--- src/cpuPkg.sv ---
`default_nettype none

package cpuPkg;

	// --------------------------------------------------
	// Sizes
	// --------------------------------------------------
	localparam int xlen = 32;
	localparam int regAddrW = 5;
	// Program counter counts words, not bytes
	localparam int pcW = 6;
	localparam int imemDepth = 64;
	localparam int dmemDepth = 64;
	localparam int dmemAddrW = 6;

	// --------------------------------------------------
	// Encodings
	// --------------------------------------------------
	typedef enum logic [5:0] {
		opRtype = 6'd0,
		opBeq = 6'd4,
		opAddi = 6'd8,
		opLw = 6'd35,
		opSw = 6'd43
	} opcodeE;

	typedef enum logic [5:0] {
		fnAdd = 6'd32,
		fnSub = 6'd34,
		fnAnd = 6'd36,
		fnOr = 6'd37,
		fnSlt = 6'd42
	} functE;

	typedef enum logic [2:0] {
		aluAdd,
		aluSub,
		aluAnd,
		aluOr,
		aluSlt
	} aluOpE;

	// Operand source in execute
	typedef enum logic [1:0] {
		fwdReg,
		fwdMem,
		fwdWb
	} fwdSelE;

	// --------------------------------------------------
	// Stage registers
	// --------------------------------------------------
	typedef struct packed {
		logic valid;
		logic [xlen-1:0] instr;
		logic [pcW-1:0] pcPlus1;
	} ifIdT;

	typedef struct packed {
		logic valid;
		logic regWrite;
		logic memToReg;
		logic memWrite;
		logic aluSrcImm;
		aluOpE aluOp;
		logic [regAddrW-1:0] rs;
		logic [regAddrW-1:0] rt;
		logic [regAddrW-1:0] dest;
		logic [xlen-1:0] rd1;
		logic [xlen-1:0] rd2;
		logic [xlen-1:0] imm;
	} idExT;

	typedef struct packed {
		logic valid;
		logic regWrite;
		logic memToReg;
		logic memWrite;
		logic [xlen-1:0] aluOut;
		logic [xlen-1:0] writeData;
		logic [regAddrW-1:0] dest;
	} exMemT;

	typedef struct packed {
		logic valid;
		logic regWrite;
		logic memToReg;
		logic [xlen-1:0] readData;
		logic [xlen-1:0] aluOut;
		logic [regAddrW-1:0] dest;
	} memWbT;

	// Writeback bus, en already excludes register 0
	typedef struct packed {
		logic en;
		logic [regAddrW-1:0] dest;
		logic [xlen-1:0] result;
	} wbT;

endpackage

`default_nettype wire

--- src/memoryStage.sv ---
`timescale 1ns/1ps
`default_nettype none

module memoryStage (
	input wire clk,
	input wire rstN,
	input wire cpuPkg::exMemT exMem,
	output cpuPkg::wbT wb
);

	logic [cpuPkg::xlen-1:0] dmem [cpuPkg::dmemDepth];
	logic [cpuPkg::dmemAddrW-1:0] addr;
	cpuPkg::memWbT memWb;

	// aluOut holds a word address
	assign addr = exMem.aluOut[cpuPkg::dmemAddrW-1:0];

	// Store at the edge
	always_ff @(posedge clk)
	begin
		if (exMem.valid && exMem.memWrite)
			dmem[addr] <= exMem.writeData;
	end

	// --------------------------------------------------
	// Memory/writeback register
	// --------------------------------------------------
	always_ff @(posedge clk)
	begin
		if (!rstN)
		begin
			memWb.valid <= 1'b0;
			memWb.regWrite <= 1'b0;
			memWb.memToReg <= 1'b0;
		end
		else
		begin
			memWb.valid <= exMem.valid;
			memWb.regWrite <= exMem.regWrite;
			memWb.memToReg <= exMem.memToReg;
			// Combinational read
			memWb.readData <= dmem[addr];
			memWb.aluOut <= exMem.aluOut;
			memWb.dest <= exMem.dest;
		end
	end

	// Writeback bus, r0 never strobes
	always_comb
	begin
		wb.en = memWb.valid && memWb.regWrite && (memWb.dest != '0);
		wb.dest = memWb.dest;
		wb.result = memWb.memToReg ? memWb.readData : memWb.aluOut;
	end

endmodule

`default_nettype wire

--- config.mk ---
export PLATFORM = sky130hd
export DESIGN_NAME = memoryStage
export DESIGN_NICKNAME = d
export VERILOG_FILES = /design/src/cpuPkg.sv /design/src/memoryStage.sv
export SDC_FILE = /design/constraint.sdc
export NUM_CORES = 2
export LEC_CHECK = 0
export ABC_AREA = 1
export BUFFER_PORTS_ARGS = -buffer_cell sky130_fd_sc_hd__clkbuf_2
export CAP_MARGIN = 20
export CORE_MARGIN = 10
export CORE_UTILIZATION = 55
export CTS_CLUSTER_SIZE = 16
export DETAILED_ROUTE_END_ITERATION = 10
export PLACE_DENSITY = 0.71
export SLEW_MARGIN = 0
export SYNTH_ARGS = -nofsm -noshare
export SYNTH_HDL_FRONTEND = slang
export SYNTH_SLANG_ARGS = --single-unit
--- constraint.sdc ---
create_clock -name clk -period 17.4 [get_ports clk]
set_input_delay 4.35 -clock clk [delete_from_list [all_inputs] [get_ports clk]]
set_output_delay 4.35 -clock clk [all_outputs]
set_load 0.02 [all_outputs]
==> flow_summary.ini <==
[status]
run_status = complete, no violations

[finish]
final_net_count = 8652
instances_no_fill = 10900
finalInstanceArea_um2 = 98300
final_core_utilization = 0.611
drive_above_1_share = 0.0758
layout-area-overhead-vs-synth_pct = 10.3

[routing]
dr.first_iter.drc_count = 9006
antenna_left = 0
drc = 0
wl_per_cell_um = 23.5
route.vias.total = 61200
routed_wirelength_mm = 257
routed_via_density = 5.60
drtPass1Iterations = 6

[timing]
hold_viol_final = 0
setup_ws_ps = 9070
min_period_ps = 8330
rsz0062_at_grt = false
fmax_ghz = 0.120
setup_viol = 0
tns_ps = 0
maxSlewHeadroom = 0.190
skew_ps = 33.3
hold_ws_ps = 763
min_period_over_period = 0.479
final-max-slew-violation-count = 0
worst_pin_slew_ps = 1210

[global_route]
grt_max_degree = 170
antenna_found_initial = 27
gr-total-overflow = 0
grt_pass1_wl_mm = 378
grt_usage = 0.282
grt_pass1_vias = 58000

[logic_synthesis]
synth_top_area_frac = 0.714
synth.area.top_cells = edfxtp_1 (71%), nand2_1 (24%), buf_6 (1.0%), buf_2 (0.95%), nor2_1 (0.58%)
synth_cells = 8529
synth_flop_cell = edfxtp_1
syn-num-nets = 8604
synth_commonest_cells = nand2_1 (5732), edfxtp_1 (2117), buf_2 (169), nor2_1 (137), clkbuf_1 (91)
async_reset_ff_frac = 0
ys_warn_count = 0
post-synth-top-count-cell = nand2_1
synth_top_area_cell = edfxtp_1
synth_cell_type_count = 26
synth_edf_count = 2117
syn_avg_cell_area_um2 = 10.4
ys_seq_area_frac = 0.714
syn_area_um2 = 89100
synth-seq-cells = 2120

[critical_path]
cp.depth = 16
path_buf_inv = 6
reg2regPathDepth = 10
crit_arrival_ps = 9050
worst_path_max_delay_cell = buf_4
crit_family = buffers and inverters
cp_max_fo = 127
cp_common_cell = nand2_1
cp-start-kind = primary input
path_class = in2reg
required_ps = 18120
cp_cell_sequence = buf_8 -> inv_8 -> buf_4 -> buf_12 -> buf_4 -> buf_4 -> nand2_1 -> nand2_1 -> nand2_1 -> nand2_1 -> nand2_1 -> nand2_1 -> nand2_1 -> nand2_1 -> nor2_1 -> nand2_1
critPathCaptureType = register
cp_slowest_stage_delay_ps = 860

[placed_design]
port-buffer-count = 112
place_area_um2 = 91600
dp_slack_ps = 8380
gp_congestion = 0.865
hpwl_mm = 139
dpl.cell_count = 10500

[cts]
clockBufferDepth = 3
cts_root_buf = clkbuf_16
clk_latency_ps = 870
htree_levels = 4
post_cts_buffers = 0
cts_resized = 0
cts_tree = built
hold_buffers = 0
cts.sinks = 2120
clk_pin_slew_ps = 60
cts_buffers = 207

[floorplanning]
ios = 113
fp.dieW_um = 422
die_h_um = 422
start_util = 0.554
core_um2 = 161000
row_count = 147
dieArea_um2 = 178000

[power_and_ir_drop]
vdd_drop_max_uv = 112
static-leakage-power_nw = 40.9
p_per_area_nw_per_um2 = 109
finalPower_mw = 10.7

[flow_run]
maxCapViolations = 0

[hold_path]
hold_depth = 6
hold_path_class = reg2reg
[registers in the layout (all words and copies together) (netlist names)]
register	cells
dmem	2048
memWb	67
wb	5
[cell type report]
type / count / area [um2]
sequential: 2120 / 63600
fill: 12500 / 62500
multi-input combinational: 5946 / 23200
clock buffer: 261 / 5520
tap: 2160 / 2700
timing repair buffer: 269 / 1990
clock inverter: 119 / 1010
inverter: 33 / 160
antenna: 20 / 50.0
[where the power goes]
group	switching (mW)	internal, mW	total, mW
combinational	0.520	0.148	0.668
clock	1.90	2.47	4.37
sequential	0.0424	5.66	5.70
[metal layers]
metal,vias to the layer above,track usage,part of all wire
met3,529,0.0575,0.13
met2,3865,0.426,0.44
met1,29100,0.395,0.38
met4,10,0.130,0.048
li1,27700,-,-
met5,-,0,0.00029
[cell families after synthesis]
family / count (synthesis) / synth area share
DFF: 2120 / 0.714
AOI/OAI and AO/OA: 14 / 0.000983
buffers and inverters: 463 / 0.0307
muxes: 32 / 0.00404
and+or+nand+nor: 5900 / 0.250
[worst reg2reg max path, cell delays in order, from the launching register on]
cell and delay [ps]:
edfxtp_1 370, nand2_1 80, nand2_1 60, nand2_1 60, nand2_1 70, nand2_1 50
nand2_1 80, nand2_1 150, nand2_1 280, nor2_1 770, nand2_1 100
[layout by cell type, fill, tap and decap left out, types with 7 or more instances in the layout]
cell,count
inv_6,7
nand2_1,5732
clkbuf_16,210
clkbuf_2,108
mux2_2,32
buf_4,142
clkbuf_1,44
nor2_1,75
clkinv_2,25
o211ai_1,7
bufinv_16,16
buf_12,14
inv_1,22
clkbuf_8,7
nor3_4,8
nand3_1,12
clkinv_1,63
diode_2,20
nor2_4,62
edfxtp_1,2117
[path summary, 6_finish.rpt]
check,from,slack (ps),to
setup / recovery,exMem[37],9070,memWb[61]$_DFFE_PP_
hold / removal,dmem[39][30]$_DFFE_PP_,760,memWb[67]$_DFFE_PP_
setup reg to reg,dmem[6][17]$_DFFE_PP_,15070,memWb[54]$_DFFE_PP_
hold reg to reg,dmem[39][30]$_DFFE_PP_,760,memWb[67]$_DFFE_PP_
Note: power is estimated with default switching activity, not from simulation.
