## config.mk

```make
export PLATFORM = sky130hd
export DESIGN_NAME = executeStage
export DESIGN_NICKNAME = d
export VERILOG_FILES = /design/src/cpuPkg.sv /design/src/executeStage.sv
export SDC_FILE = /design/constraint.sdc
export NUM_CORES = 1
export LEC_CHECK = 0
export CORE_MARGIN = 4
export CORE_UTILIZATION = 40
export DETAILED_ROUTE_END_ITERATION = 6
export DONT_BUFFER_PORTS = 1
export GPL_TIMING_DRIVEN = 0
export HOLD_SLACK_MARGIN = 0.15
export MAX_ROUTING_LAYER = met4
export PLACE_DENSITY_LB_ADDON = 0.3
export REMOVE_ABC_BUFFERS = 1
export SLEW_MARGIN = 15
export SYNTH_ARGS = -nofsm -noshare
export SYNTH_HDL_FRONTEND = slang
export SYNTH_SLANG_ARGS = --single-unit
```

## constraint.sdc

```tcl
create_clock -name clk -period 13.55 [get_ports clk]
set_clock_uncertainty 0.2 [all_clocks]
set_input_delay 0.6775 -clock clk [delete_from_list [all_inputs] [get_ports clk]]
set_output_delay 0.6775 -clock clk [all_outputs]
set_load 0.02 [all_outputs]
```

## src/cpuPkg.sv

```systemverilog
`default_nettype none

package cpuPkg;

	// --------------------------------------------------
	// Sizes
	// --------------------------------------------------
	localparam int xlen = 32;
	localparam int regAddrW = 5;
	// Program counter counts words, not bytes
	localparam int pcW = 6;
	localparam int imemDepth = 64;
	localparam int dmemDepth = 64;
	localparam int dmemAddrW = 6;

	// --------------------------------------------------
	// Encodings
	// --------------------------------------------------
	typedef enum logic [5:0] {
		opRtype = 6'd0,
		opBeq = 6'd4,
		opAddi = 6'd8,
		opLw = 6'd35,
		opSw = 6'd43
	} opcodeE;

	typedef enum logic [5:0] {
		fnAdd = 6'd32,
		fnSub = 6'd34,
		fnAnd = 6'd36,
		fnOr = 6'd37,
		fnSlt = 6'd42
	} functE;

	typedef enum logic [2:0] {
		aluAdd,
		aluSub,
		aluAnd,
		aluOr,
		aluSlt
	} aluOpE;

	// Operand source in execute
	typedef enum logic [1:0] {
		fwdReg,
		fwdMem,
		fwdWb
	} fwdSelE;

	// --------------------------------------------------
	// Stage registers
	// --------------------------------------------------
	typedef struct packed {
		logic valid;
		logic [xlen-1:0] instr;
		logic [pcW-1:0] pcPlus1;
	} ifIdT;

	typedef struct packed {
		logic valid;
		logic regWrite;
		logic memToReg;
		logic memWrite;
		logic aluSrcImm;
		aluOpE aluOp;
		logic [regAddrW-1:0] rs;
		logic [regAddrW-1:0] rt;
		logic [regAddrW-1:0] dest;
		logic [xlen-1:0] rd1;
		logic [xlen-1:0] rd2;
		logic [xlen-1:0] imm;
	} idExT;

	typedef struct packed {
		logic valid;
		logic regWrite;
		logic memToReg;
		logic memWrite;
		logic [xlen-1:0] aluOut;
		logic [xlen-1:0] writeData;
		logic [regAddrW-1:0] dest;
	} exMemT;

	typedef struct packed {
		logic valid;
		logic regWrite;
		logic memToReg;
		logic [xlen-1:0] readData;
		logic [xlen-1:0] aluOut;
		logic [regAddrW-1:0] dest;
	} memWbT;

	// Writeback bus, en already excludes register 0
	typedef struct packed {
		logic en;
		logic [regAddrW-1:0] dest;
		logic [xlen-1:0] result;
	} wbT;

endpackage

`default_nettype wire

```

## src/executeStage.sv

```systemverilog
`timescale 1ns/1ps
`default_nettype none

module executeStage (
	input wire clk,
	input wire rstN,
	input wire cpuPkg::idExT idEx,
	input wire cpuPkg::fwdSelE fwdA,
	input wire cpuPkg::fwdSelE fwdB,
	input wire [cpuPkg::xlen-1:0] memAluOut,
	input wire cpuPkg::wbT wb,
	output cpuPkg::exMemT exMem
);

	logic [cpuPkg::xlen-1:0] srcA;
	logic [cpuPkg::xlen-1:0] storeData;
	logic [cpuPkg::xlen-1:0] srcB;
	logic [cpuPkg::xlen-1:0] aluOut;

	// Operand pick; fwdWb still checks the bus since the
	// writeback register sits outside the hazard unit's view
	function automatic logic [cpuPkg::xlen-1:0] pickSrc(
		input cpuPkg::fwdSelE sel,
		input logic [cpuPkg::regAddrW-1:0] idx,
		input logic [cpuPkg::xlen-1:0] regVal
	);
		case (sel)
			cpuPkg::fwdMem: return memAluOut;
			cpuPkg::fwdWb: return (wb.en && wb.dest == idx) ? wb.result : regVal;
			default: return regVal;
		endcase
	endfunction

	always_comb
	begin
		srcA = pickSrc(fwdA, idEx.rs, idEx.rd1);
		storeData = pickSrc(fwdB, idEx.rt, idEx.rd2);
	end

	assign srcB = idEx.aluSrcImm ? idEx.imm : storeData;

	// --------------------------------------------------
	// ALU
	// --------------------------------------------------
	always_comb
	begin
		case (idEx.aluOp)
			cpuPkg::aluAdd: aluOut = srcA + srcB;
			cpuPkg::aluSub: aluOut = srcA - srcB;
			cpuPkg::aluAnd: aluOut = srcA & srcB;
			cpuPkg::aluOr: aluOut = srcA | srcB;
			// Signed compare
			cpuPkg::aluSlt: aluOut = {{(cpuPkg::xlen-1){1'b0}}, $signed(srcA) < $signed(srcB)};
			default: aluOut = srcA + srcB;
		endcase
	end

	// Execute/memory register
	always_ff @(posedge clk)
	begin
		if (!rstN)
		begin
			exMem.valid <= 1'b0;
			exMem.regWrite <= 1'b0;
			exMem.memToReg <= 1'b0;
			exMem.memWrite <= 1'b0;
		end
		else
		begin
			exMem <= '{
				valid: idEx.valid,
				regWrite: idEx.regWrite,
				memToReg: idEx.memToReg,
				memWrite: idEx.memWrite,
				aluOut: aluOut,
				writeData: storeData,
				dest: idEx.dest
			};
		end
	end

endmodule

`default_nettype wire

```

==> metrics.md <==
| Metric | Value |
|---|---|
| Kind of critical path | `input pin to register` |
| Synth Area in Adders | `between 10 and 15%` |
| Fraction of layout cells with a size suffix above 1 | `between 10% and 20%` |
| CTS resizes | `0` |
| Max reg flops | `73` |
| Switching pwr | `approximately 500 uW` |
| Gr usage total | `about a quarter` |
| Layout area overhead | `8.11%` |
| GR peak layer | `met2` |
| Detail Route Antenna Nets | `0` |
| Startpoint types | `input pin` |
| Max Root-Sink Buffers | `2` |
| Setup bufs post-CTS | `0` |
| DR vias/cell | `between 6 and 7` |
| Worst Setup Slack, final | `about 7.3 ns` |
| Synth Area in XOR/XNOR | `~1.1%` |
| Post-DP HPWL | `25,000 um` |
| Clk pwr share | `24.2%` |
| Fmax | `160 MHz` |
| First-pass GRT wire length | `just over 50,000 um` |
| Max incr delay on CP | `0.57 ns` |
| Proportion of power drawn by flip-flops and latches | `30.8%` |
| P_leak | `between 0.004 and 0.005 uW` |
| CTS root buf | `clkbuf_16` |
| Die footprint | `between 20,000 and 30,000 um2` |
| Cell taking the most area after synthesis | `edfxtp_1` |
| Net Sw Frac | `a little over two fifths` |
| Min-delay worst type | `input pin to register` |
| Mean post-synth cell area | `roughly 8.3 um2` |
| Tightest Pin Transition | `1.19 ns` |
| Simple-Gate Fraction of Synth Area | `13.6%` |
| Most Frequent Cell on Critical Path | `buf_16` |
| I/O Buffers | `0` |
| Combinational power share | `45.0%` |
| Initial antenna violation count | `0` |
| Total wire length | `between 30,000 and 40,000 um` |
| Synth Area in Compound Gates | `approximately 36%` |
| Met2 Use GR | `39.8%` |
| Pwr per Cell Area | `115 nW/um2` |
| Multiplexer share of the synthesized area | `roughly 4.3%` |
| Initial DRC count | `between 1k and 1.5k` |
| # IOs | `roughly 270` |
| Critical path fanouts, max | `19` |
| # fillers | `2,268` |
| Final setup viols | `0` |
| Clock slew at reported path FFs | `0.07 ns` |
| IR Drop Worst-Case VDD | `between 60 and 70 uV` |
| Most frequent cell after synthesis | `inv_1` |
| CP required | `about 13 ns` |
| Nets | `1,366` |
| Tmin final | `approximately 6.3 ns` |
| Sequential element share of the synthesized area | `a little under a quarter` |
| Main synth FF type | `edfxtp_1` |
| Num rows | `55` |
| Crit path from | `wb[34]` |
| Core footprint | `approximately 23,000 um2` |
| Post-synth EDFFs | `between 60 and 70` |
| Crit path capture | `exMem[68]$_DFFE_PP_` |
| Die Wd | `between 150 and 200 um` |
| Overall power | `1160 uW` |
| Ys Warns | `0` |
| Slowest-stage cell, CP | `a2111oi_0` |
| DR pass1 iterations | `7` |
| CP Capture Type | `register` |
| Setup Slack @ Placement | `between 7 and 8 ns` |
| Final setup TNS | `0 ns` |
| WP depth | `18` |
| Cell Int Power | `around 660 uW` |
| Area share of the largest cell type after synthesis | `between 20% and 30%` |
| Arr. time, crit path | `just over 6 ns` |
| Met3 usage | `under 10%` |
| Cts-stage hold buffer count | `0` |
| CP Buf/Inv Count | `2` |
| Max-slew violation count | `0` |
| Tcrit/Tclk final | `46.2%` |
| Grt met1 use | `about a third` |
| Mapped Area | `between 9000 and 10,000 um2` |
| Worst-path cell chain | `xor2_1 > nor4_1 > nand3_2 > buf_16 > nor2_4 > buf_16 > a22oi_1 > o21ai_0 > mux2_2 > ha_1 > a21oi_2 > nand2_1 > o21a_1 > a2111oi_0 > o21ai_1 > a41oi_1 > o31ai_1 > a211o_1` |
| Largest register by flop count | `exMem` |
| Unrepaired setup endpoints after global routing | `false` |
| Post-route DRC | `0` |
| Synth cell types | `a little under 90` |
| Async S/R FF share, synth | `0%` |
| Starting Density | `40.9%` |
| Global placement routability congestion | `~0.94` |
| Max-slew headroom at the worst pin | `approximately a fifth` |
| Max Cap Viol | `0` |
| CTS tree | `built` |
| Total number of vias | `slightly above 9k` |
| Final core utilization | `44.2%` |
| Register area | `around 2200 um2` |
| CTS H-tree lvls | `3` |
| Most frequent cells after synthesis | `inv_1 (104), ha_1 (100), a21oi_1 (99)` |
| Main combinational cell family by area after synthesis | `compound AO/OA/AOI/OAI gates` |
| Largest net degree at the start of global routing | `74` |
| Hold depth | `0` |
| Run status | `finished clean` |
| Synth Register Bits | `73` |
| Delay-heaviest family, CP | `compound AO/OA/AOI/OAI gates` |
| Synth area leaders | `edfxtp_1 (22%), ha_1 (13%), a21oi_1 (5.3%), a22oi_1 (5.2%), inv_1 (4.2%)` |
| Die Span Y | `around 160 um` |
| Mapped Cells | `1,125` |
| Final hold viol count | `0` |
| Total grt overflow | `0` |
| DR WL/cell | `~24 um` |
| Clock sinks | `between 70 and 80` |
| Ant. Diodes | `0` |
| Multi-input gate area | `around 6500 um2` |
| TritonCTS Buffers | `9` |
| Vias in the first global route | `approximately 8.9k` |
| Largest registers | `exMem: 73 flops` |
[power groups by stage]
stage | sequential (uW) | combinational (uW) | clock (uW)
3_3_place_gp | 362 | 493 | 0
6_report | 356 | 520 | 280
4_1_cts | 358 | 513 | 286
2_1_floorplan | 352 | 380 | 0
5_1_grt | 359 | 574 | 296
3_5_place_dp | 362 | 510 | 0
[cell usage in the layout, fill, tap and decap left out, drive strengths merged, types with 5 or more instances in the layout]
master and count:
inv 109, a21oi 103, ha 100, nor2 93, o21ai 70, edfxtp 69
a22oi 65, nand2 47, mux2 32, a22o 31, a222oi 31, nand3 23
o211ai 21, nor3 18, buf 15, nand2b 14, nor2b 14, a221o 13
o22ai 12, nand4 11, o221ai 11, o21bai 11, a31oi 10, a21o 9
a211o 9, clkbuf 9, xor2 9, o21a 8, a211oi 8, o31ai 7
and2 7, a2111oi 6, o211a 5, or3 5
[routing by layer]
layer  routed length (um)  share of wire, %  up-vias
met1                14100                42     4325
met2                15000                45      549
met5                    0                 0        -
met3                 3410                10       50
li1                     -                 -     4196
met4                  615               1.9        0
[through the flow]
step	hold slack, ns	area, um2	instances
2_1_floorplan	0.576	8960	1043
3_3_place_gp	0.576	9360	1356
3_5_place_dp	0.576	9750	1371
4_1_cts	0.205	10100	1387
5_1_grt	0.203	10100	1387
6_report	0.221	10100	1387
[cell families (layout without fill, tap and decap cells)]
family | count (synthesis) | in the layout
multiplexers | 36 | 36
AND/OR/NAND/NOR | 255 | 255
XOR/XNOR | 12 | 12
AO/OA/AOI/OAI | 459 | 459
adder cells (fa/ha/maj) | 102 | 102
flip-flops | 73 | 73
buffers and inverters | 188 | 137
[worst min-delay path by stage]
stage | startpoint | end | slack, ns
2_1_floorplan | idEx[96] | exMem[0]$_DFFE_PP_ | 0.58
3_3_place_gp | idEx[100] | exMem[4]$_DFFE_PP_ | 0.58
6_report | idEx[98] | exMem[2]$_DFFE_PP_ | 0.22
4_1_cts | idEx[98] | exMem[2]$_DFFE_PP_ | 0.20
3_5_place_dp | idEx[99] | exMem[3]$_DFFE_PP_ | 0.58
5_1_grt | idEx[98] | exMem[2]$_DFFE_PP_ | 0.20
[area by class of cell]
type,count,share of cell area [%]
multi-input combinational,864,64.5
clock buffer,9,2.23
clock inverter,7,1.01
sequential,73,21.4
tap,313,3.89
timing repair buffer,15,3.09
inverter,106,3.95
Note: power is estimated with default switching activity, not from simulation.
