==> src/cpuPkg.sv <==
`default_nettype none

package cpuPkg;

	// --------------------------------------------------
	// Sizes
	// --------------------------------------------------
	localparam int xlen = 32;
	localparam int regAddrW = 5;
	// Program counter counts words, not bytes
	localparam int pcW = 6;
	localparam int imemDepth = 64;
	localparam int dmemDepth = 64;
	localparam int dmemAddrW = 6;

	// --------------------------------------------------
	// Encodings
	// --------------------------------------------------
	typedef enum logic [5:0] {
		opRtype = 6'd0,
		opBeq = 6'd4,
		opAddi = 6'd8,
		opLw = 6'd35,
		opSw = 6'd43
	} opcodeE;

	typedef enum logic [5:0] {
		fnAdd = 6'd32,
		fnSub = 6'd34,
		fnAnd = 6'd36,
		fnOr = 6'd37,
		fnSlt = 6'd42
	} functE;

	typedef enum logic [2:0] {
		aluAdd,
		aluSub,
		aluAnd,
		aluOr,
		aluSlt
	} aluOpE;

	// Operand source in execute
	typedef enum logic [1:0] {
		fwdReg,
		fwdMem,
		fwdWb
	} fwdSelE;

	// --------------------------------------------------
	// Stage registers
	// --------------------------------------------------
	typedef struct packed {
		logic valid;
		logic [xlen-1:0] instr;
		logic [pcW-1:0] pcPlus1;
	} ifIdT;

	typedef struct packed {
		logic valid;
		logic regWrite;
		logic memToReg;
		logic memWrite;
		logic aluSrcImm;
		aluOpE aluOp;
		logic [regAddrW-1:0] rs;
		logic [regAddrW-1:0] rt;
		logic [regAddrW-1:0] dest;
		logic [xlen-1:0] rd1;
		logic [xlen-1:0] rd2;
		logic [xlen-1:0] imm;
	} idExT;

	typedef struct packed {
		logic valid;
		logic regWrite;
		logic memToReg;
		logic memWrite;
		logic [xlen-1:0] aluOut;
		logic [xlen-1:0] writeData;
		logic [regAddrW-1:0] dest;
	} exMemT;

	typedef struct packed {
		logic valid;
		logic regWrite;
		logic memToReg;
		logic [xlen-1:0] readData;
		logic [xlen-1:0] aluOut;
		logic [regAddrW-1:0] dest;
	} memWbT;

	// Writeback bus, en already excludes register 0
	typedef struct packed {
		logic en;
		logic [regAddrW-1:0] dest;
		logic [xlen-1:0] result;
	} wbT;

endpackage

`default_nettype wire

==> src/fetchStage.sv <==
`timescale 1ns/1ps
`default_nettype none

module fetchStage (
	input wire clk,
	input wire rstN,
	input wire run,
	input wire stall,
	input wire branchTaken,
	input wire [cpuPkg::pcW-1:0] branchTarget,
	input wire progWe,
	input wire [cpuPkg::pcW-1:0] progAddr,
	input wire [cpuPkg::xlen-1:0] progData,
	output cpuPkg::ifIdT ifId
);

	logic [cpuPkg::xlen-1:0] imem [cpuPkg::imemDepth];
	logic [cpuPkg::pcW-1:0] pc;
	logic [cpuPkg::pcW-1:0] pcPlus1;

	assign pcPlus1 = pc + 1'b1;

	// Load port, only open while halted
	always_ff @(posedge clk)
	begin
		if (progWe && !run)
			imem[progAddr] <= progData;
	end

	// --------------------------------------------------
	// PC and fetch/decode register
	// --------------------------------------------------
	always_ff @(posedge clk)
	begin
		if (!rstN)
		begin
			pc <= '0;
			ifId.valid <= 1'b0;
		end
		else if (!run)
		begin
			// Parked at 0 until run rises
			pc <= '0;
			ifId.valid <= 1'b0;
		end
		else if (!stall)
		begin
			if (branchTaken)
			begin
				// Redirect, kill the wrong-path fetch
				pc <= branchTarget;
				ifId.valid <= 1'b0;
			end
			else
			begin
				pc <= pcPlus1;
				ifId.valid <= 1'b1;
				ifId.instr <= imem[pc];
				ifId.pcPlus1 <= pcPlus1;
			end
		end
	end

endmodule

`default_nettype wire

==> config.mk <==
export PLATFORM = sky130hd
export DESIGN_NAME = fetchStage
export DESIGN_NICKNAME = d
export VERILOG_FILES = /design/src/cpuPkg.sv /design/src/fetchStage.sv
export SDC_FILE = /design/constraint.sdc
export NUM_CORES = 2
export LEC_CHECK = 0
export BUFFER_PORTS_ARGS = -buffer_cell sky130_fd_sc_hd__buf_2
export CELL_PAD_IN_SITES_DETAIL_PLACEMENT = 0
export CELL_PAD_IN_SITES_GLOBAL_PLACEMENT = 1
export CORE_MARGIN = 2
export CORE_UTILIZATION = 56
export DETAILED_ROUTE_END_ITERATION = 10
export PLACE_DENSITY = 0.83
export SLEW_MARGIN = 15
export SYNTH_ARGS = -nofsm -noshare
export SYNTH_HDL_FRONTEND = slang
export SYNTH_SLANG_ARGS = --single-unit
==> constraint.sdc <==
create_clock -name clk -period 4.25 [get_ports clk]
set_input_delay 0.6375 -clock clk [delete_from_list [all_inputs] [get_ports clk]]
set_output_delay 0.6375 -clock clk [all_outputs]
set_load 0.05 [all_outputs]
==> impl_metrics.sql <==
INSERT INTO impl_metrics (metric_group, metric, value, unit) VALUES
('sta', 'maxSlewHeadroom', '20.6', '%'),
('worst_hold_path', 'hp-class', 'in2reg', ''),
('worst_setup_path', 'end_kind', 'register', ''),
('sta', 'setup_repair_after_global_routing_missed_its_margin', 'false', ''),
('clock_network', 'cts_htree_levels', '4', ''),
('worst_setup_path', 'critical_path_arrival', '4.42', 'ns'),
('yosys', 'synth_area_per_cell', '21.5', 'um2'),
('placement', 'post-dp-hpwl', '124000', 'um'),
('floorplanning', 'ioPinCount', '89', ''),
('drt', 'routed_antenna_nets', '0', ''),
('finish', 'stdcell_count', '6061', ''),
('yosys', 'postSynthRegisterBits', '2093', ''),
('yosys', 'netlist_top_cells_area', 'sky130_fd_sc_hd__edfxtp_1, sky130_fd_sc_hd__mux4_2, sky130_fd_sc_hd__mux2i_1', ''),
('clock_network', 'worst_skew_pair.late_latency', '0.84', 'ns'),
('clock_network', 'cts_buffers', '199', ''),
('worst_setup_path', 'setup.worst_path.start_class', 'register', ''),
('finish', 'layout-drive-gt1-share', '25.3', '%'),
('placement', 'dpl.cell_count', '5688', ''),
('power_and_ir_drop', 'cellLeakagePower', '27.7', 'nW'),
('sta', 'timing.final.hold_violations', '0', ''),
('placement', 'gp_congestion', '0.835', ''),
('sta', 'skew', '0.0312', 'ns'),
('worst_setup_path', 'crit_type', 'reg2reg', ''),
('finish', 'seqCellArea', '0.0628', 'mm2'),
('global_route', 'first_pass_grt_wire_length', '306000', 'um'),
('drt', 'avgRoutedWirePerCell', '35.8', 'um'),
('floorplanning', 'die_width', '382', 'um'),
('sta', 'report.final.slew_viol_count', '0', ''),
('yosys', 'synth_top_area_share', '78.3', '%'),
('finish', 'n_fill_cell', '9020', ''),
('drt', 'post-route-drc-count', '0', ''),
('sta', 'fin_crit_sh', '91.9', '%'),
('drt', 'vias_per_cell', '6.86', ''),
('power_and_ir_drop', 'power.density_cell_area', '465', 'mW/mm2'),
('yosys', 'syn_nets', '3768', ''),
('clock_network', 'cts_hold_buf', '0', ''),
('global_route', 'number_of_global_route_vias_before_repair', '40800', ''),
('yosys', 'ys_types', '59', ''),
('floorplanning', 'rows', '138', ''),
('sta', 'tns', '0', 'ns'),
('sta', 'finalCriticalPeriod', '3.91', 'ns'),
('sta', 'finalSetupViolCount', '0', ''),
('sta', 'max_fclk', '256', 'MHz'),
('finish', 'syn_to_final_growth', '13.4', '%'),
('yosys', 'asyncSetResetFlopFracSynth', '0', '%'),
('floorplanning', 'core_region_area', '0.142', 'mm2'),
('yosys', 'register_area_share_after_synthesis', '78.5', '%'),
('yosys', 'netlist_area', '0.0800', 'mm2'),
('floorplanning', 'initial_utilization', '56.5', '%'),
('floorplanning', 'die_height', '382', 'um'),
('yosys', 'synthFlopType', 'sky130_fd_sc_hd__edfxtp_1', ''),
('clock_network', 'clock_tree.root_cell', 'sky130_fd_sc_hd__clkbuf_16', ''),
('floorplanning', 'dieArea', '0.146', 'mm2'),
('outcome', 'status', 'completed', ''),
('placement', 'port-buffer-count', '88', ''),
('run', 'max_cap_violations', '0', ''),
('clock_network', 'worst_setup_hold_path_clk_slew', '0.06', 'ns'),
('drt', 'tritonroute_pass_1_iters', '6', ''),
('global_route', 'grt_start_max_net_pins', '96', ''),
('finish', 'layout_commonest_cell', 'sky130_fd_sc_hd__edfxtp_1', ''),
('finish', 'layout.cells.most_common_list', 'sky130_fd_sc_hd__edfxtp_1, sky130_fd_sc_hd__mux4_2, sky130_fd_sc_hd__mux2i_1', ''),
('clock_network', 'cts_repair_resize_count', '0', ''),
('worst_setup_path', 'cp_data_required_time', '4.76', 'ns'),
('finish', 'finalNetCount', '4052', ''),
('clock_network', 'cts_buffer_depth', '3', ''),
('clock_network', 'number_of_sinks_handled_by_clock_tree_synthesis', '2093', ''),
('drt', 'num_vias', '41600', ''),
('drt', 'drt_iter0_drc', '6784', ''),
('global_route', 'gr-total-overflow', '0', ''),
('yosys', 'synth_warnings', '0', ''),
('yosys', 'postSynthCellCount', '3717', ''),
('drt', 'totalWireLength', '217000', 'um'),
('yosys', 'synth.largest_area_cell', 'sky130_fd_sc_hd__edfxtp_1', ''),
('global_route', 'track_usage', '29.9', '%'),
('clock_network', 'tritoncts_clock_tree', 'built', ''),
('finish', 'area_of_combinational_cells_with_multiple_inputs', '0.0165', 'mm2'),
('clock_network', 'cts_setup_buffers', '0', ''),
('worst_setup_path', 'worstPathMaxFanout', '40', ''),
('global_route', 'antenna_found_initial', '10', ''),
('power_and_ir_drop', 'max-vdd-ir-drop', '0.000387', 'V'),
('sta', 'max_slew.worst_pin.slew', '1.16', 'ns'),
('yosys', 'synth_edf_count', '2086', '');
-- layout make-up --
class	count	area share [%]
Multi-Input combinational cell	1407	18.2
Sequential cell	2093	69.2
Clock buffer	237	5.69
Inverter	5	0.0207
Clock inverter	130	1.48
Tap cell	1890	2.61
Antenna cell	4	0.0110
Timing Repair Buffer	295	2.78
-- final timing paths --
check,slack [ns],to,startpoint,cells past startpoint
worst min register to register,0.49,ifId[38]$_SDFFE_PN0N_,ifId[38]$_SDFFE_PN0N_,2
worst max register to register,0.34,ifId[8]$_DFFE_PP_,pc[0]$_SDFFE_PN0N_,7
worst max-delay path,0.34,ifId[8]$_DFFE_PP_,pc[0]$_SDFFE_PN0N_,7
worst min-delay path,0.13,imem[12][17]$_DFFE_PP_,progData[17],1
-- critical path, cell delays in order (launching register included) --
cell and delay, ns:
sky130_fd_sc_hd__dfxtp_4 0.72, sky130_fd_sc_hd__buf_4 0.74, sky130_fd_sc_hd__mux4_2 0.61, sky130_fd_sc_hd__nand2_1 0.09, sky130_fd_sc_hd__a21oi_1 0.08, sky130_fd_sc_hd__a2111oi_0 0.98, sky130_fd_sc_hd__buf_4 0.27, sky130_fd_sc_hd__nor4_1 0.06
-- cells in the mapped netlist, types with 6 or more instances --
| cell type | n |
|---|---|
| sky130_fd_sc_hd__edfxtp_1 | 2086 |
| sky130_fd_sc_hd__mux4_2 | 386 |
| sky130_fd_sc_hd__mux2i_1 | 289 |
| sky130_fd_sc_hd__nand2_1 | 115 |
| sky130_fd_sc_hd__nor2_1 | 107 |
| sky130_fd_sc_hd__a21oi_1 | 78 |
| sky130_fd_sc_hd__buf_2 | 76 |
| sky130_fd_sc_hd__clkbuf_1 | 69 |
| sky130_fd_sc_hd__o22ai_1 | 65 |
| sky130_fd_sc_hd__a22oi_1 | 52 |
| sky130_fd_sc_hd__a211oi_1 | 44 |
| sky130_fd_sc_hd__o221ai_1 | 42 |
| sky130_fd_sc_hd__buf_4 | 38 |
| sky130_fd_sc_hd__o21ai_0 | 34 |
| sky130_fd_sc_hd__nand3_1 | 24 |
| sky130_fd_sc_hd__a22o_1 | 20 |
| sky130_fd_sc_hd__buf_6 | 19 |
| sky130_fd_sc_hd__o211ai_1 | 16 |
| sky130_fd_sc_hd__a211o_1 | 14 |
| sky130_fd_sc_hd__a221oi_1 | 11 |
| sky130_fd_sc_hd__nor2b_1 | 11 |
| sky130_fd_sc_hd__a2111oi_0 | 10 |
| sky130_fd_sc_hd__a31oi_1 | 10 |
| sky130_fd_sc_hd__nor3_1 | 10 |
| sky130_fd_sc_hd__dfxtp_1 | 7 |
| sky130_fd_sc_hd__a2111oi_2 | 6 |
| sky130_fd_sc_hd__nor4_1 | 6 |
| sky130_fd_sc_hd__o211a_1 | 6 |
-- power by group --
group | internal [mW] | leakage, nW | switching, mW | total, mW
Sequential | 22.8 | 18.8 | 0.0546 | 22.8
Clock | 10.1 | 3.15 | 7.60 | 17.7
Combinational | 0.546 | 5.71 | 1.11 | 1.66
-- through the flow --
stage | power (mW) | instance area, um2 | hold slack, ns | utilization [%] | setup slack (ns)
final | 42.2 | 90700 | 0.127 | 64.0 | 0.345
after global placement | 24.9 | 84200 | 0.472 | 59.4 | 0.338
after global routing | 43.1 | 90700 | 0.141 | 64.0 | 0.216
after floorplan | 24.1 | 80000 | 0.528 | - | 0.267
after CTS | 42.3 | 90700 | 0.0873 | 64.0 | 0.271
after detailed placement | 24.9 | 84200 | 0.490 | 59.4 | 0.292
-- flip-flops by register name, indices dropped and copies added, names as in the netlist --
| name | flops |
|---|---|
| pc | 6 |
| imem | 2048 |
| ifId | 39 |
-- per-layer routing --
metal / track usage, % / part of all wire [%] / vias up
met3: 7.08 / 13 / 511
met5: 0 / 0.020 / -
li1: - / - / 16200
met1: 41.5 / 36 / 21700
met4: 12.7 / 4.9 / 6
met2: 46.3 / 47 / 3169
-- logic make-up (layout without fill, tap and decap cells) --
group | count (synthesis) | in the layout | share of synthesized area (%)
flip-flops | 2093 | 2093 | 78.5
multiplexers | 678 | 678 | 14.5
AO/OA/AOI/OAI | 427 | 427 | 3.81
AND/OR/NAND/NOR | 297 | 297 | 1.59
buffers and inverters | 217 | 667 | 1.57
XOR/XNOR | 4 | 4 | 0.0438
adder cells (fa/ha/maj) | 1 | 1 | 0.0156
other | 0 | 4 | 0
No activity file was read; power rests on OpenSTA's default activity.
