$ cat config.mk
export PLATFORM = sky130hd
export DESIGN_NAME = hazardUnit
export DESIGN_NICKNAME = d
export VERILOG_FILES = /design/src/cpuPkg.sv /design/src/hazardUnit.sv
export SDC_FILE = /design/constraint.sdc
export NUM_CORES = 1
export LEC_CHECK = 0
export ABC_AREA = 1
export BUFFER_PORTS_ARGS = -buffer_cell sky130_fd_sc_hd__clkbuf_2
export CORE_AREA = 2 2 81 83
export DETAILED_ROUTE_END_ITERATION = 8
export DIE_AREA = 0 0 83 85
export PLACE_DENSITY_LB_ADDON = 0.3
export SKIP_LAST_GASP = 1
export SYNTH_ARGS = -nofsm -noshare
export SYNTH_HDL_FRONTEND = slang
export SYNTH_SLANG_ARGS = --single-unit
export TNS_END_PERCENT = 10
$ cat constraint.sdc
create_clock -name vclk -period 1.1
set_clock_uncertainty 0.15 [all_clocks]
set_input_delay 0.11 -clock vclk [all_inputs]
set_output_delay 0.11 -clock vclk [all_outputs]
set_load 0.005 [all_outputs]
$ cat src/cpuPkg.sv
`default_nettype none

package cpuPkg;

	// --------------------------------------------------
	// Sizes
	// --------------------------------------------------
	localparam int xlen = 32;
	localparam int regAddrW = 5;
	// Program counter counts words, not bytes
	localparam int pcW = 6;
	localparam int imemDepth = 64;
	localparam int dmemDepth = 64;
	localparam int dmemAddrW = 6;

	// --------------------------------------------------
	// Encodings
	// --------------------------------------------------
	typedef enum logic [5:0] {
		opRtype = 6'd0,
		opBeq = 6'd4,
		opAddi = 6'd8,
		opLw = 6'd35,
		opSw = 6'd43
	} opcodeE;

	typedef enum logic [5:0] {
		fnAdd = 6'd32,
		fnSub = 6'd34,
		fnAnd = 6'd36,
		fnOr = 6'd37,
		fnSlt = 6'd42
	} functE;

	typedef enum logic [2:0] {
		aluAdd,
		aluSub,
		aluAnd,
		aluOr,
		aluSlt
	} aluOpE;

	// Operand source in execute
	typedef enum logic [1:0] {
		fwdReg,
		fwdMem,
		fwdWb
	} fwdSelE;

	// --------------------------------------------------
	// Stage registers
	// --------------------------------------------------
	typedef struct packed {
		logic valid;
		logic [xlen-1:0] instr;
		logic [pcW-1:0] pcPlus1;
	} ifIdT;

	typedef struct packed {
		logic valid;
		logic regWrite;
		logic memToReg;
		logic memWrite;
		logic aluSrcImm;
		aluOpE aluOp;
		logic [regAddrW-1:0] rs;
		logic [regAddrW-1:0] rt;
		logic [regAddrW-1:0] dest;
		logic [xlen-1:0] rd1;
		logic [xlen-1:0] rd2;
		logic [xlen-1:0] imm;
	} idExT;

	typedef struct packed {
		logic valid;
		logic regWrite;
		logic memToReg;
		logic memWrite;
		logic [xlen-1:0] aluOut;
		logic [xlen-1:0] writeData;
		logic [regAddrW-1:0] dest;
	} exMemT;

	typedef struct packed {
		logic valid;
		logic regWrite;
		logic memToReg;
		logic [xlen-1:0] readData;
		logic [xlen-1:0] aluOut;
		logic [regAddrW-1:0] dest;
	} memWbT;

	// Writeback bus, en already excludes register 0
	typedef struct packed {
		logic en;
		logic [regAddrW-1:0] dest;
		logic [xlen-1:0] result;
	} wbT;

endpackage

`default_nettype wire

$ cat src/hazardUnit.sv
`timescale 1ns/1ps
`default_nettype none

module hazardUnit (
	input wire [cpuPkg::regAddrW-1:0] rs,
	input wire [cpuPkg::regAddrW-1:0] rt,
	input wire isBranch,
	input wire usesRt,
	input wire cpuPkg::idExT idEx,
	input wire cpuPkg::exMemT exMem,
	output logic stall,
	output logic flushEx,
	output cpuPkg::fwdSelE fwdA,
	output cpuPkg::fwdSelE fwdB,
	output logic brFwdA,
	output logic brFwdB
);

	logic exWrites;
	logic exLoad;
	logic memWrites;
	logic memLoad;
	logic loadUse;
	logic brHazEx;
	logic brHazMem;

	// Live writers per stage, dest of 0 never counts
	assign exWrites = idEx.valid && idEx.regWrite && (idEx.dest != '0);
	assign exLoad = exWrites && idEx.memToReg;
	assign memWrites = exMem.valid && exMem.regWrite && (exMem.dest != '0);
	assign memLoad = memWrites && exMem.memToReg;

	// Memory stage first, else let execute match writeback
	function automatic cpuPkg::fwdSelE fwdFor(input logic [cpuPkg::regAddrW-1:0] src);
		if (src == '0)
			return cpuPkg::fwdReg;
		if (memWrites && exMem.dest == src)
			return cpuPkg::fwdMem;
		return cpuPkg::fwdWb;
	endfunction

	always_comb
	begin
		fwdA = fwdFor(idEx.rs);
		fwdB = fwdFor(idEx.rt);
	end

	// Branch operands from the memory-stage ALU result
	assign brFwdA = memWrites && !exMem.memToReg && (exMem.dest == rs);
	assign brFwdB = memWrites && !exMem.memToReg && (exMem.dest == rt);

	// --------------------------------------------------
	// Stalls
	// --------------------------------------------------
	assign loadUse = exLoad && ((idEx.dest == rs) || (usesRt && idEx.dest == rt));
	assign brHazEx = isBranch && exWrites && ((idEx.dest == rs) || (idEx.dest == rt));
	assign brHazMem = isBranch && memLoad && ((exMem.dest == rs) || (exMem.dest == rt));

	assign stall = loadUse || brHazEx || brHazMem;
	assign flushEx = stall;

endmodule

`default_nettype wire

==> qor.log, run 1 <==
[drt] routed length per instance 9.57 um
[synthesis] warning count from the yosys run 0
[synthesis] post-synth design cell area 643 um^2
[min_path] Worst Hold Launch exMem[70]
[synthesis] sequential-to-total area share from yosys stat 0%
[worst_setup_path] Cell Chain, Critical Path clkbuf_16, inv_6, nand4_4, nand2_4, or2_4, nor2_4, clkbuf_2
[sta] FMAX 826 MHz
[place] I/O Buffers 46
[finish] fin cells 258
[worst_setup_path] Critical Path Fanout Max 6
[worst_setup_path] CP Depth 7
[sta] RSZ-0062 raised after global routing true
[floorplanning] # rows 29
[run_status] status complete, but fails checks
[drt] detailed-routing iteration count for the pre-antenna-repair pass 4
[pwr] Pwr Total 0.375 mW
[pwr] Max rail drop VDD 0.0000878 V
[worst_setup_path] count of buffer and inverter cells on the critical path 3
[place] Placement Setup Slack -202 ps
[worst_setup_path] dominant delay contributor by cell family on the critical path simple AND/OR/NAND/NOR gates
[floorplanning] x dimension of the die 83 um
[finish] Layout Utilization 18.7%
[drt] initial drt markers 21
[place] area post-placement 980 um^2
[drt] via total after detailed routing 898
[synthesis] Mean Syn Cell Area 4.76 um^2
[finish] count of flip-flops and latches 0
[sta] final hold slack 426 ps
[pwr] static leakage power 0.642 nW
[place] final weighted congestion in routability-driven placement 0.844
[drt] sum of routed wire length over all layers 2470 um
[sta] setup total negative slack -683 ps
[global_route] leftover overflow at the end of global routing 0
[finish] final instance area 0.00116 mm^2
[drt] Via-to-Cell Ratio 3.48
[finish] post-layout net count 387
[worst_setup_path] data required time at the worst endpoint 840 ps
[min_path] Min-Delay Path Depth 4
[finish] register cell area after layout 0 um^2
[worst_setup_path] category of the most critical setup path input pin to primary output
[sta] fraction of the cycle the final worst path needs 110%
[global_route] pin count of the biggest net entering global routing 7
[worst_setup_path] critical path data arrival time 950 ps
[min_path] Hold WC Path Type input pin to primary output
[global_route] wire length of the first global-routing pass 4170 um
[job] # Max-Cap Violations 0
[finish] count of antenna diodes in the layout 0
[worst_setup_path] kind of launch point of the worst setup path input pin
[sta] shortest period the worst path allows 1210 ps
[finish] count of clock-net buffers in the final layout 0
[run_status] failing checks setup timing
[pwr] Power Dens Cells 324 mW/mm^2
[finish] share of cells above drive strength 1 40.3%
[floorplanning] Core Footprint 0.00620 mm^2
[floorplanning] initial standard-cell utilization of the core 10.4%
[synthesis] count of mapped cells out of synthesis 135
[global_route] global routing usage summed across all routing layers 6.89%
[global_route] vias in the first global route 938
[worst_setup_path] Setup crit end kind primary output
[floorplanning] Top-Level Pins 212
[sta] final slew viol count 0
[floorplanning] die height 85 um
[sta] total setup violations reported at the end of the flow 8
[min_path] hold worst-path end brFwdB
[clock_tree] post-CTS setup buffers 0
[floorplanning] die area 0.00706 mm^2
[worst_setup_path] crit path max-delay cell type or2_4
[place] dpl cells 258
[drt] post-detailed-route count of antenna-violating nets 0
[finish] area growth from synthesis to layout 80.0%
[synthesis] net count after synthesis 339
[sta] Max-Slew Margin vs Limit 80.9%
[sta] number of hold violations in the final report 0
[sta] PnR worst setup slack -111 ps
[place] total half-perimeter wirelength after legalization and detailed placement 2200 um
[sta] actual slew at the worst max-slew pin 286 ps
[worst_setup_path] maximum single-stage delay on the critical path 280 ps
[drt] total DRC errors in the routed layout 0
[synthesis] number of unique standard cell types used by synthesis 19
[global_route] initial antenna violation count 0
report_power, final:
group | leakage (nW) | switching, mW | internal (mW)
Clock | 0 | 0 | 0
Sequential | 0 | 0 | 0
Combinational | 0.642 | 0.184 | 0.190
kinds of logic (layout without fill, tap and decap cells):
group,after synthesis,after routing,synth area share (%)
XOR/XNOR,13,13,17.7
AO/OA/AOI/OAI,4,4,3.11
AND/OR/NAND/NOR,91,91,62.3
buffers and inverters,27,73,16.9
synth_stat cells (all sizes together):
| library cell | count | area share [%] |
|---|---|---|
| nand2 | 53 | 32 |
| inv | 23 | 13 |
| nor2 | 21 | 13 |
| xnor2 | 9 | 12 |
| nand3 | 6 | 4.7 |
| buf | 4 | 3.5 |
| nor3b | 4 | 4.7 |
| xor2 | 4 | 5.4 |
| nand4 | 3 | 3.9 |
| a21oi | 2 | 1.6 |
| nor3 | 2 | 1.6 |
| o21ai | 2 | 1.6 |
| or2 | 2 | 2.3 |
worst min-delay path, delay by kind of cell:
family | cells | cell delay [ps]
buffers and inverters | 2 | 190
and+or+nand+nor | 2 | 170
worst max-delay path by stage:
stage                     slack [ps]       to      from
after floorplan                    1    stall  exMem[2]
after global placement          -210   brFwdB  exMem[0]
after detailed placement        -200   brFwdA  exMem[0]
after CTS                       -120   brFwdA  exMem[1]
after global routing            -180  flushEx  exMem[1]
final                           -110   brFwdA  exMem[1]
cell usage in the layout, fill, tap and decap left out, drive strengths merged:
cell / n
clkbuf: 42
xnor2: 9
nor3b: 4
buf: 8
or2: 2
o21ai: 2
nor3: 2
nand2: 53
nand3: 6
inv: 23
nor2: 21
xor2: 4
nand4: 3
a21oi: 2
final cells by class:
class	instances	area, um^2
fillers	731	5050
inverters	23	93.8
multi-input cells	108	594
well taps	77	96.3
repair buffers	50	373
repair_timing:
item                       CTS  global route
hold buffers                 0             0
pin swaps                   14            10
hold endpoints to repair     0             0
setup endpoints to repair    8             8
resized for setup           28            17
gates cloned                 0             0
per-layer routing:
metal  vias up  share of wire, %  GRT usage (%)
met1       392                39           7.52
li1        493                 -              -
met3         0               4.2           1.07
met5         -                 0              0
met4         0                 0              0
met2        13                57           14.6
(Power assumes the default switching activity.)
==> run 2: changes to the inputs <==
Settings changed: GPL_TIMING_DRIVEN set to 0.
==> run 2 against run 1 <==
  * The flow still finishes with violations (setup timing)
  * First-iteration DRC count up 43%
  * Non-clock buffer count unchanged
  * Global-route usage down 0.28 points
  * Power down 3.7%
  * Largest cell class unchanged
  * Die area unchanged
  * Largest power group unchanged
  * Clock-buffer cell count unchanged
  * Cell count unchanged
  * Setup slack worse by 37 ps
  * Worst hold slack worse by 25 ps
==> qor.log, run 2 (same netlist as run 1, synthesis figures left out) <==
[sta] final hold slack 401 ps [-24.9 ps]
[worst_setup_path] critical path data arrival time 990 ps [+40 ps]
[global_route] global routing usage summed across all routing layers 6.60% [-0.28 points]
[finish] area growth from synthesis to layout 76.8%
[global_route] initial antenna violation count 0 [unchanged]
[place] total half-perimeter wirelength after legalization and detailed placement 2100 um [-4.7%]
[worst_setup_path] Setup crit end kind primary output
[sta] actual slew at the worst max-slew pin 186 ps [-100 ps]
[floorplanning] Core Footprint 0.00620 mm^2 [unchanged]
[finish] post-layout net count 387 [unchanged]
[finish] count of clock-net buffers in the final layout 0 [unchanged]
[run_status] status complete, but fails checks
[sta] Max-Slew Margin vs Limit 87.6% [+6.7 points]
[global_route] wire length of the first global-routing pass 3930 um [-5.8%]
[drt] via total after detailed routing 888 [-1.1%]
[run_status] failing checks setup timing
[sta] RSZ-0062 raised after global routing true
[min_path] Worst Hold Launch exMem[70]
[floorplanning] # rows 29 [unchanged]
[worst_setup_path] Cell Chain, Critical Path clkbuf_16, buf_4, xnor2_1, nand3_1, nor3b_1, clkbuf_2
[finish] Layout Utilization 18.3% [-0.32 points]
[finish] most common cell after layout, fill and taps aside nand2_1
[finish] count of flip-flops and latches 0 [unchanged]
[min_path] Min-Delay Path Depth 4 [unchanged]
[pwr] static leakage power 0.637 nW [-0.78%]
[drt] total DRC errors in the routed layout 0 [unchanged]
[worst_setup_path] kind of launch point of the worst setup path input pin
[worst_setup_path] crit path max-delay cell type nor3b_1
[job] # Max-Cap Violations 0 [unchanged]
[sta] FMAX 801 MHz [-2.9%]
[sta] shortest period the worst path allows 1250 ps [+36.5 ps]
[worst_setup_path] category of the most critical setup path input pin to primary output
[sta] PnR worst setup slack -148 ps [-36.5 ps]
[sta] final slew viol count 0 [unchanged]
[min_path] Hold WC Path Type input pin to primary output
[global_route] leftover overflow at the end of global routing 0 [unchanged]
[finish] count of antenna diodes in the layout 0 [unchanged]
[sta] number of hold violations in the final report 0 [unchanged]
[floorplanning] die area 0.00706 mm^2 [unchanged]
[pwr] Pwr Total 0.361 mW [-3.7%]
[global_route] pin count of the biggest net entering global routing 7 [unchanged]
[min_path] hold worst-path end brFwdA
[finish] most frequent cells in the layout 48 x nand2_1, 31 x clkbuf_2, 15 x nor2_1
[floorplanning] initial standard-cell utilization of the core 10.4% [unchanged]
[drt] sum of routed wire length over all layers 2340 um [-5.1%]
[drt] initial drt markers 30 [+43%]
[drt] Via-to-Cell Ratio 3.44 [-1.1%]
[pwr] Power Dens Cells 317 mW/mm^2 [-2.0%]
[place] area post-placement 972 um^2 [-0.77%]
[finish] # fillers 720 [-1.5%]
[worst_setup_path] maximum single-stage delay on the critical path 200 ps [-80 ps]
[place] final weighted congestion in routability-driven placement 0.716 [-15%]
[drt] routed length per instance 9.09 um [-5.1%]
[floorplanning] x dimension of the die 83 um [unchanged]
[drt] detailed-routing iteration count for the pre-antenna-repair pass 4 [unchanged]
[place] I/O Buffers 43 [-6.5%]
[global_route] vias in the first global route 889 [-5.2%]
[sta] total setup violations reported at the end of the flow 8 [unchanged]
[floorplanning] Top-Level Pins 212 [unchanged]
[floorplanning] die height 85 um [unchanged]
[drt] post-detailed-route count of antenna-violating nets 0 [unchanged]
[pwr] Max rail drop VDD 0.0000900 V [+2.5%]
[finish] share of cells above drive strength 1 42.5% [+2.2 points]
[sta] fraction of the cycle the final worst path needs 113% [+3.3 points]
[finish] register cell area after layout 0 um^2 [unchanged]
[finish] final instance area 0.00114 mm^2 [-1.7%]
[worst_setup_path] data required time at the worst endpoint 840 ps [about the same]
[worst_setup_path] Critical Path Fanout Max 5 [-1]
## run 2: changes by cell type in the layout (fill, tap and decap cells not counted), sizes merged
cell,change
buf,+4
clkbuf,-4
## run 2: final cells by class
cell class                 count  area (um^2)  area share, %
tap                           77         96.3           8.47
multi-input combinational    108          567           49.8
buffer                         4         48.8           4.29
inverter                      23         98.8           8.69
timing repair buffer          46          327           28.7
## run 2: metrics by stage
| step | setup TNS, ps | instances | setup WS, ps |
|---|---|---|---|
| after global placement | -1230 | 255 | -306 |
| final | -656 | 258 | -148 |
| after floorplan | 0 | 135 | 1.17 |
| after detailed placement | -1260 | 255 | -319 |
| after global routing | -1370 | 258 | -260 |
| after CTS | -563 | 257 | -142 |
## run 2: metal layers
metal | GRT usage (%) | wire (um)
met1 | 7.81 | 1030
met2 | 13.6 | 1230
met3 | 0.584 | 76
met4 | 0 | 0
met5 | 0 | 0
## run 2: how the worst max path moves through the flow
stage | startpoint | end | cells past startpoint
floorplan | exMem[2] | stall | 10
global placement | exMem[3] | stall | 11
detailed placement | exMem[3] | stall | 11
CTS | exMem[3] | stall | 11
global route | exMem[0] | stall | 11
finish | exMem[3] | fwdB[0] | 6
## run 2: power breakdown
group          switching (mW)  total [mW]  internal (mW)
Sequential                  0           0              0
Combinational           0.177       0.361          0.184
Clock                       0           0              0
Total                   0.177       0.361          0.184
## run 2: worst max-delay path, delay by kind of cell
family / cells / cell delay (ps)
AND/OR/NAND/NOR: 2 / 300
XOR/XNOR: 1 / 140
buffers and inverters: 3 / 430
## run 2: timing repair
action | in CTS | in global routing
endpoints found under the setup margin | 8 | 8
pin swaps | 10 | 11
hold buffers | 0 | 0
gates resized for setup | 22 | 23
gates cloned | 0 | 0
buffers inserted | 2 | 1
